[config.mk]
export PLATFORM = sky130hd
export DESIGN_NAME = pix_top
export DESIGN_NICKNAME = d
export VERILOG_FILES = /design/src/design/pix_pkg.sv /design/src/design/frame_port_if.sv /design/src/design/pix_fifo.sv /design/src/design/pix_capture.sv /design/src/design/frame_store.sv /design/src/design/pix_controller.sv /design/src/design/pix_top.sv
export SDC_FILE = /design/constraint.sdc
export NUM_CORES = 2
export LEC_CHECK = 0
export ABC_AREA = 1
export BUFFER_PORTS_ARGS = -buffer_cell sky130_fd_sc_hd__clkbuf_2
export CAP_MARGIN = 0
export CELL_PAD_IN_SITES_DETAIL_PLACEMENT = 0
export CELL_PAD_IN_SITES_GLOBAL_PLACEMENT = 1
export CORE_ASPECT_RATIO = 2
export CORE_UTILIZATION = 52
export DETAILED_ROUTE_END_ITERATION = 10
export PLACE_DENSITY_LB_ADDON = 0.1
export SLEW_MARGIN = 20
export SYNTH_ARGS = -nofsm -noshare
export SYNTH_HDL_FRONTEND = slang
export SYNTH_SLANG_ARGS = --single-unit
export TNS_END_PERCENT = 50
[constraint.sdc]
create_clock -name clk -period 3.15 [get_ports clk]
set_input_delay 0.63 -clock clk [delete_from_list [all_inputs] [get_ports clk]]
set_output_delay 0.63 -clock clk [all_outputs]
set_load 0.01 [all_outputs]
[src/design/pix_pkg.sv]
`default_nettype none

package pix_pkg;

    // ==========================================================================
    // Sizes
    // ==========================================================================
    localparam int IMAGE_SIZE       = 16;
    localparam int BLOCK_COUNT      = 8;
    localparam int FIFO_DEPTH       = 8;
    localparam int REFRESH_INTERVAL = 16;
    localparam int REFRESH_CYCLES   = 2;

    // ==========================================================================
    // Word types
    // ==========================================================================
    typedef logic [11:0] pix_t;
    typedef logic [15:0] word_t;
    typedef logic [2:0]  block_t;
    typedef logic [3:0]  addr_t;

    // Host command, as seen on the top-level cmd port
    typedef enum logic [1:0] {CMD_NONE, CMD_CAPTURE, CMD_READOUT, CMD_STOP} cmd_e;

    // Command strobe from the controller to the frame store
    typedef enum logic [1:0] {STORE_NONE, STORE_WRITE, STORE_READ, STORE_STOP} store_cmd_e;

    // State machines
    typedef enum logic {CTRL_IDLE, CTRL_COPY} ctrl_state_e;
    typedef enum logic [1:0] {
        CAP_IDLE, CAP_WAIT_INVALID, CAP_WAIT_VALID, CAP_IN_FRAME
    } capture_state_e;
    typedef enum logic [1:0] {ST_IDLE, ST_WRITE, ST_FETCH, ST_OFFER} store_state_e;

endpackage

`default_nettype wire

[src/design/frame_port_if.sv]
`timescale 1ns/1ns
`default_nettype none

interface frame_port_if import pix_pkg::*; ();

    // Command strobe and target block
    store_cmd_e store_cmd;
    block_t     store_block;

    // Write stream, controller to store
    logic       write_ready;
    logic       write_trigger;
    word_t      write_data;
    logic       write_done;

    // Read stream, store to controller
    logic       read_ready;
    logic       read_trigger;
    word_t      read_data;
    logic       read_done;

    modport controller (
        output store_cmd, store_block, write_trigger, write_data, read_trigger,
        input  write_ready, write_done, read_ready, read_data, read_done
    );

    modport store (
        input  store_cmd, store_block, write_trigger, write_data, read_trigger,
        output write_ready, write_done, read_ready, read_data, read_done
    );

endinterface

`default_nettype wire

[src/design/pix_fifo.sv]
`timescale 1ns/1ns
`default_nettype none

module pix_fifo import pix_pkg::*; (
    input  logic  clk,
    input  logic  rst,
    input  logic  clear,
    input  logic  wr_en,
    input  word_t wr_data,
    output logic  full,
    input  logic  rd_en,
    output word_t rd_data,
    output logic  empty
);

    word_t mem [FIFO_DEPTH];

    logic [$clog2(FIFO_DEPTH)-1:0]   wr_ptr;
    logic [$clog2(FIFO_DEPTH)-1:0]   rd_ptr;
    logic [$clog2(FIFO_DEPTH+1)-1:0] count;

    logic do_wr;
    logic do_rd;

    assign full  = (count == FIFO_DEPTH);
    assign empty = (count == 0);

    // Writes into a full FIFO are lost
    assign do_wr = wr_en && !full;
    assign do_rd = rd_en && !empty;

    // Head entry is always visible
    assign rd_data = mem[rd_ptr];

    always_ff @(posedge clk) begin
        if (do_wr) begin
            mem[wr_ptr] <= wr_data;
        end
    end

    always_ff @(posedge clk) begin
        if (rst || clear) begin
            wr_ptr <= '0;
            rd_ptr <= '0;
            count  <= '0;
        end else begin
            if (do_wr) begin
                wr_ptr <= wr_ptr + 1'b1;
            end
            if (do_rd) begin
                rd_ptr <= rd_ptr + 1'b1;
            end
            case ({do_wr, do_rd})
                2'b10:   count <= count + 1'b1;
                2'b01:   count <= count - 1'b1;
                default: count <= count;
            endcase
        end
    end

endmodule

`default_nettype wire

[src/design/pix_capture.sv]
`timescale 1ns/1ns
`default_nettype none

module pix_capture import pix_pkg::*; (
    input  logic  clk,
    input  logic  rst,
    input  logic  start,
    input  pix_t  pix_d,
    input  logic  pix_fv,
    input  logic  pix_lv,
    output logic  fifo_clear,
    output logic  fifo_wr_en,
    output word_t fifo_wr_data
);

    capture_state_e state;

    pix_t pix_d_q;
    logic pix_fv_q;
    logic pix_lv_q;

    logic frame_active;

    // ==========================================================================
    // Camera sampling
    // ==========================================================================
    always_ff @(posedge clk) begin
        pix_d_q <= pix_d;
    end

    always_ff @(posedge clk) begin
        if (rst) begin
            pix_fv_q <= 1'b0;
            pix_lv_q <= 1'b0;
        end else begin
            pix_fv_q <= pix_fv;
            pix_lv_q <= pix_lv;
        end
    end

    // Old contents are dropped as soon as a capture starts
    assign fifo_clear = start;

    // The first fv-high sample already belongs to the frame
    assign frame_active = pix_fv_q && ((state == CAP_WAIT_VALID) || (state == CAP_IN_FRAME));

    // ==========================================================================
    // Frame sync FSM
    // ==========================================================================
    always_ff @(posedge clk) begin
        if (rst) begin
            state      <= CAP_IDLE;
            fifo_wr_en <= 1'b0;
        end else begin
            fifo_wr_en <= frame_active && pix_lv_q;
            case (state)
                // Never join a frame that is already running
                CAP_WAIT_INVALID: begin
                    if (!pix_fv_q) begin
                        state <= CAP_WAIT_VALID;
                    end
                end
                CAP_WAIT_VALID: begin
                    if (pix_fv_q) begin
                        state <= CAP_IN_FRAME;
                    end
                end
                CAP_IN_FRAME: begin
                    if (!pix_fv_q) begin
                        state <= CAP_IDLE;
                    end
                end
                default: begin
                    state <= CAP_IDLE;
                end
            endcase
            if (start) begin
                state      <= CAP_WAIT_INVALID;
                fifo_wr_en <= 1'b0;
            end
        end
    end

    always_ff @(posedge clk) begin
        fifo_wr_data <= word_t'(pix_d_q);
    end

endmodule

`default_nettype wire

[src/design/frame_store.sv]
`timescale 1ns/1ns
`default_nettype none

module frame_store import pix_pkg::*; (
    input logic         clk,
    input logic         rst,
    frame_port_if.store port
);

    word_t mem [BLOCK_COUNT][IMAGE_SIZE];

    store_state_e state;
    block_t       block_q;
    addr_t        addr;

    logic [$clog2(REFRESH_INTERVAL)-1:0] refresh_cnt;

    logic write_accept;
    logic last_word;

    // ==========================================================================
    // Stream handshakes
    // ==========================================================================

    // Refresh takes the tail of every interval
    assign port.write_ready = (state == ST_WRITE)
                              && (refresh_cnt < REFRESH_INTERVAL - REFRESH_CYCLES);

    assign write_accept    = port.write_trigger && port.write_ready;
    assign last_word       = (addr == addr_t'(IMAGE_SIZE - 1));
    assign port.write_done = write_accept && last_word;
    assign port.read_ready = (state == ST_OFFER);

    // ==========================================================================
    // Memory
    // ==========================================================================
    always_ff @(posedge clk) begin
        if (write_accept) begin
            mem[block_q][addr] <= port.write_data;
        end
        // Prefetch the word to be offered next
        if (state == ST_FETCH) begin
            port.read_data <= mem[block_q][addr];
        end
    end

    always_ff @(posedge clk) begin
        if ((port.store_cmd == STORE_WRITE) || (port.store_cmd == STORE_READ)) begin
            block_q <= port.store_block;
        end
    end

    // ==========================================================================
    // Mode control
    // ==========================================================================
    always_ff @(posedge clk) begin
        if (rst) begin
            state          <= ST_IDLE;
            addr           <= '0;
            refresh_cnt    <= '0;
            port.read_done <= 1'b0;
        end else begin
            port.read_done <= 1'b0;

            case (state)
                ST_WRITE: begin
                    if (refresh_cnt == REFRESH_INTERVAL - 1) begin
                        refresh_cnt <= '0;
                    end else begin
                        refresh_cnt <= refresh_cnt + 1'b1;
                    end
                    if (write_accept) begin
                        addr <= addr + 1'b1;
                        if (last_word) begin
                            state <= ST_IDLE;
                        end
                    end
                end
                ST_FETCH: begin
                    state <= ST_OFFER;
                end
                ST_OFFER: begin
                    if (port.read_trigger) begin
                        if (last_word) begin
                            port.read_done <= 1'b1;
                            state          <= ST_IDLE;
                        end else begin
                            addr  <= addr + 1'b1;
                            state <= ST_FETCH;
                        end
                    end
                end
                default: begin
                    state <= ST_IDLE;
                end
            endcase

            // Any command aborts the current transfer without a done pulse
            case (port.store_cmd)
                STORE_WRITE: begin
                    addr           <= '0;
                    refresh_cnt    <= '0;
                    port.read_done <= 1'b0;
                    state          <= ST_WRITE;
                end
                STORE_READ: begin
                    addr           <= '0;
                    port.read_done <= 1'b0;
                    state          <= ST_FETCH;
                end
                STORE_STOP: begin
                    port.read_done <= 1'b0;
                    state          <= ST_IDLE;
                end
                default: begin
                end
            endcase
        end
    end

endmodule

`default_nettype wire

[src/design/pix_controller.sv]
`timescale 1ns/1ns
`default_nettype none

module pix_controller import pix_pkg::*; (
    input  logic                    clk,
    input  logic                    rst,
    input  cmd_e                    cmd,
    input  block_t                  cmd_block,
    output logic                    capture_start,
    output logic                    fifo_rd_en,
    input  word_t                   fifo_rd_data,
    input  logic                    fifo_empty,
    frame_port_if.controller        store,
    output logic                    capture_done,
    output logic                    readout_ready,
    input  logic                    readout_trigger,
    output word_t                   readout_data,
    output logic                    readout_done
);

    ctrl_state_e state;

    logic write_accept;

    // ==========================================================================
    // Readout path
    // ==========================================================================
    assign readout_ready      = store.read_ready;
    assign readout_data       = store.read_data;
    assign readout_done       = store.read_done;
    assign store.read_trigger = readout_trigger;

    // ==========================================================================
    // FIFO to frame store copy
    // ==========================================================================
    assign write_accept = store.write_trigger && store.write_ready;

    // Pop while the holding register is free or draining this cycle.
    // Nothing is popped while the FIFO is being cleared.
    assign fifo_rd_en = (state == CTRL_COPY) && !capture_start && !fifo_empty
                        && (!store.write_trigger || store.write_ready);

    always_ff @(posedge clk) begin
        if (fifo_rd_en) begin
            store.write_data <= fifo_rd_data;
        end
    end

    always_ff @(posedge clk) begin
        if (cmd != CMD_NONE) begin
            store.store_block <= cmd_block;
        end
    end

    // ==========================================================================
    // Command FSM
    // ==========================================================================
    always_ff @(posedge clk) begin
        if (rst) begin
            state               <= CTRL_IDLE;
            store.store_cmd     <= STORE_NONE;
            store.write_trigger <= 1'b0;
            capture_start       <= 1'b0;
            capture_done        <= 1'b0;
        end else begin
            store.store_cmd <= STORE_NONE;
            capture_start   <= 1'b0;
            capture_done    <= 1'b0;

            if (state == CTRL_COPY) begin
                if (write_accept) begin
                    store.write_trigger <= 1'b0;
                end
                if (fifo_rd_en) begin
                    store.write_trigger <= 1'b1;
                end
                // Store counts the words, so its done ends the capture
                if (store.write_done) begin
                    store.write_trigger <= 1'b0;
                    capture_done        <= 1'b1;
                    state               <= CTRL_IDLE;
                end
            end

            // New command wins over whatever is in progress
            case (cmd)
                CMD_CAPTURE: begin
                    store.store_cmd     <= STORE_WRITE;
                    store.write_trigger <= 1'b0;
                    capture_start       <= 1'b1;
                    capture_done        <= 1'b0;
                    state               <= CTRL_COPY;
                end
                CMD_READOUT: begin
                    store.store_cmd     <= STORE_READ;
                    store.write_trigger <= 1'b0;
                    capture_done        <= 1'b0;
                    state               <= CTRL_IDLE;
                end
                CMD_STOP: begin
                    store.store_cmd     <= STORE_STOP;
                    store.write_trigger <= 1'b0;
                    capture_done        <= 1'b0;
                    state               <= CTRL_IDLE;
                end
                default: begin
                end
            endcase
        end
    end

endmodule

`default_nettype wire

[src/design/pix_top.sv]
`timescale 1ns/1ns
`default_nettype none

module pix_top import pix_pkg::*; (
    input  logic   clk,
    input  logic   rst,
    input  cmd_e   cmd,
    input  block_t cmd_block,
    input  pix_t   pix_d,
    input  logic   pix_fv,
    input  logic   pix_lv,
    input  logic   readout_trigger,
    output logic   capture_done,
    output logic   readout_ready,
    output word_t  readout_data,
    output logic   readout_done
);

    logic  capture_start;
    logic  fifo_clear;
    logic  fifo_wr_en;
    word_t fifo_wr_data;
    logic  fifo_rd_en;
    word_t fifo_rd_data;
    logic  fifo_empty;

    frame_port_if port_if ();

    // ==========================================================================
    // Capture path
    // ==========================================================================
    pix_capture u_capture (
        .clk          (clk),
        .rst          (rst),
        .start        (capture_start),
        .pix_d        (pix_d),
        .pix_fv       (pix_fv),
        .pix_lv       (pix_lv),
        .fifo_clear   (fifo_clear),
        .fifo_wr_en   (fifo_wr_en),
        .fifo_wr_data (fifo_wr_data)
    );

    pix_fifo u_fifo (
        .clk     (clk),
        .rst     (rst),
        .clear   (fifo_clear),
        .wr_en   (fifo_wr_en),
        .wr_data (fifo_wr_data),
        .full    (),
        .rd_en   (fifo_rd_en),
        .rd_data (fifo_rd_data),
        .empty   (fifo_empty)
    );

    // ==========================================================================
    // Control and storage
    // ==========================================================================
    pix_controller u_controller (
        .clk             (clk),
        .rst             (rst),
        .cmd             (cmd),
        .cmd_block       (cmd_block),
        .capture_start   (capture_start),
        .fifo_rd_en      (fifo_rd_en),
        .fifo_rd_data    (fifo_rd_data),
        .fifo_empty      (fifo_empty),
        .store           (port_if.controller),
        .capture_done    (capture_done),
        .readout_ready   (readout_ready),
        .readout_trigger (readout_trigger),
        .readout_data    (readout_data),
        .readout_done    (readout_done)
    );

    frame_store u_store (
        .clk  (clk),
        .rst  (rst),
        .port (port_if.store)
    );

endmodule

`default_nettype wire

==> results.cfg <==
[timing]
hold_ws_ns = 0.04493
worst_pin_slew_ns = 1.060
slew_violations = 0
finalCritPeriodShare_pct = 92.85
timing_hold_violations_final = 0
post-route-min-period_ns = 2.925
finalSetupViolCount = 0
fin_skew_ns = 0.05169
setup-tns-final_ns = 0
rsz0062_at_grt = no
slew_headroom_pct = 29.31
max_freq_mhz = 341.9

[detailed_routing]
antenna_left = 0
first_pass_iters = 8
vias_per_cell = 5.703
wl_per_cell_um = 25.26
drt_iter0_drc = 3586
vias = 44870
wirelength_mm = 198.8
drc = 4

[cts]
clk_pin_slew_ns = 0.07
clock_sinks = 1721
ctsResizeCount = 0
cts_tree = done
htree_levels = 4
post_cts_buffers = 0
clock_latency_ns = 0.82
cts_buffers = 157
clockBufferDepth = 4
root_buffer = clkbuf_16
cts-hold-fix-buffers = 12

[grt]
antenna_found_initial = 3
grt_pass1_wl_mm = 288.9
grt_pass1_vias = 43940
track_usage_pct = 29.47
grt_overflow_total = 0
grt_max_degree = 129

[layout]
final_common_cell = nand2_1
drive_above_1_share_pct = 9.304
finalNetCount = 6073
final_cell_mix = 2000 x nand2_1, 1662 x edfxtp_1, 1308 x nand3_1
area_growth_pct = 12.32
fillers = 10850

[placed_design]
dp_hpwl_mm = 118.5
place.gp.congestion = 0.8527
io_buffer_count = 36

[synthesis]
ys_warn_count = 0
syn_area_um2 = 69470
ys_ff_latch = 1721
yosysTopAreaCell = edfxtp_1
synth-seq-area-share_pct = 73.54
synth_area_leaders = edfxtp_1 72%, nand2_1 11%, nand3_1 9.5%
synthDistinctLibCells = 34
synth_top_area_share_pct = 71.84
syn_area_per_cell_um2 = 11.78
syn-instance-count = 5899

[floorplanning]
dieArea_um2 = 135200
core_um2 = 132700
chipWidth_um = 260.5
rows = 189
die_h_um = 518.9
start_util_pct = 52.37
pin_count = 41

[min_path]
holdPathStages = 1
hold_class = in -> reg

[worst_setup_path]
r2r_end = u_store.port.read_data[0]
crit_path_start_kind = flip-flop
endpoint_kind = flip-flop
cp_max_fo = 85
critical_path_required_ns = 3.71
cp.arrival_ns = 3.49
crit_type = reg -> reg
crit_end = u_store.port.read_data[0]
r2r.worst_path.cells = 12
ff2ff_setup_slack_ns = 0.23

[job]
max_cap_viol_count = 0

[pwr]
p_per_area_nw_per_um2 = 660.0
p_leak_uw = 0.02829
peakVddDrop_mv = 0.5157

[status]
outcome = finished, violations left
failed_checks = DRC
## critical path, cell delays in order, from the launching register on
cell and delay [ns]:
dfxtp_4 0.61, inv_16 0.24, buf_4 0.35, nand2_1 0.12, nand3_1 0.15, nand3_1 0.19
nand2_1 0.07, nand2_1 0.07, nand3_1 0.29, nand3_1 0.30, nand2_1 0.10, inv_1 0.10
nand2_1 0.07
## synth_stat cells, drive strengths merged
master	instances
nand2	2000
edfxtp	1662
nand3	1314
buf	275
nor2	256
clkbuf	90
inv	85
o21ai	72
dfxtp	59
a21oi	24
ha	17
o22ai	13
a31oi	12
nor3	6
clkinv	2
xor2	2
and2	1
and3b	1
conb	1
fa	1
mux2	1
nand3b	1
nand4	1
nor3b	1
o211ai	1
xnor2	1
## per-layer routing
layer	part of all wire, %	up-vias	routed length (um)	global-route usage, %
met5	0	-	0	0
met1	36	22180	71500	33.75
li1	-	20860	-	-
met4	6.1	0	12040	16.07
met3	4.6	422	9205	3.149
met2	53	1408	106000	53.30
## power by group
group | internal [uW] | switching, uW | leakage [uW]
clock network | 11200 | 8310 | 0.00250
registers | 24800 | 114 | 0.0154
logic | 1940 | 5140 | 0.0104
total | 37900 | 13600 | 0.0283
## final cells by class
class                   count  area [um2]  area share (%)
flip-flops and latches   1721       51110           65.49
multi-input cells        3729       16080           20.61
clock buffers             200        4217           5.403
repair buffers            337        3196           4.095
well taps                1719        2151           2.756
clock inverters            74       920.9           1.180
inverters                  87       357.8          0.4586
diodes                      1       2.502        0.003207
## through the flow
stage	setup WS (ns)	instance area (um2)	instances	util, %	total power, uW
global route	0.06661	78030	7868	58.82	53040
detailed placement	0.2350	72770	7581	54.86	32510
CTS	0.2481	78030	7867	58.82	51760
finish	0.2251	78030	7868	58.82	51500
global placement	0.2414	72770	7581	54.86	32480
floorplan	0.5923	69480	5902	-	29760
## logic make-up (layout without fill, tap and decap cells)
logic type | count (synthesis) | after routing | share of synthesized area (%)
buf+inv | 452 | 698 | 3.368
xor+xnor | 3 | 3 | 0.03783
other cells | 1 | 5 | 0.005398
compound gates | 122 | 122 | 0.9329
mux | 1 | 1 | 0.01621
simple gates | 3581 | 3581 | 21.77
flops | 1721 | 1721 | 73.54
fa+ha+maj | 18 | 18 | 0.3350
## state kept, by name, indices dropped and copies added, names as in the netlist, 3 cells and up, named ones only
register	count
u_store.mem	1536
u_fifo.mem	96
u_capture.fifo_wr_data	12
u_capture.pix_d_q	12
u_controller.store.write_data	12
u_store.port.read_data	12
u_fifo.count	4
u_store.addr	4
u_store.refresh_cnt	4
u_controller.store.store_block	3
u_fifo.rd_ptr	3
u_fifo.wr_ptr	3
u_store.block_q	3
## worst min-delay path by stage
stage	startpoint	to	slack (ns)
after floorplan	u_capture.pix_d_q[0]	u_capture.fifo_wr_data[0]	0.31
after global placement	u_capture.pix_d_q[3]	u_capture.fifo_wr_data[3]	0.31
after detailed placement	u_capture.pix_d_q[10]	u_capture.fifo_wr_data[10]	0.31
after CTS	pix_lv	u_capture.pix_lv_q	0.02
after global routing	cmd_block[0]	u_controller.store.store_block[0]	0.03
final	cmd_block[2]	u_controller.store.store_block[2]	0.04
Power figures use the tool's default switching activity.
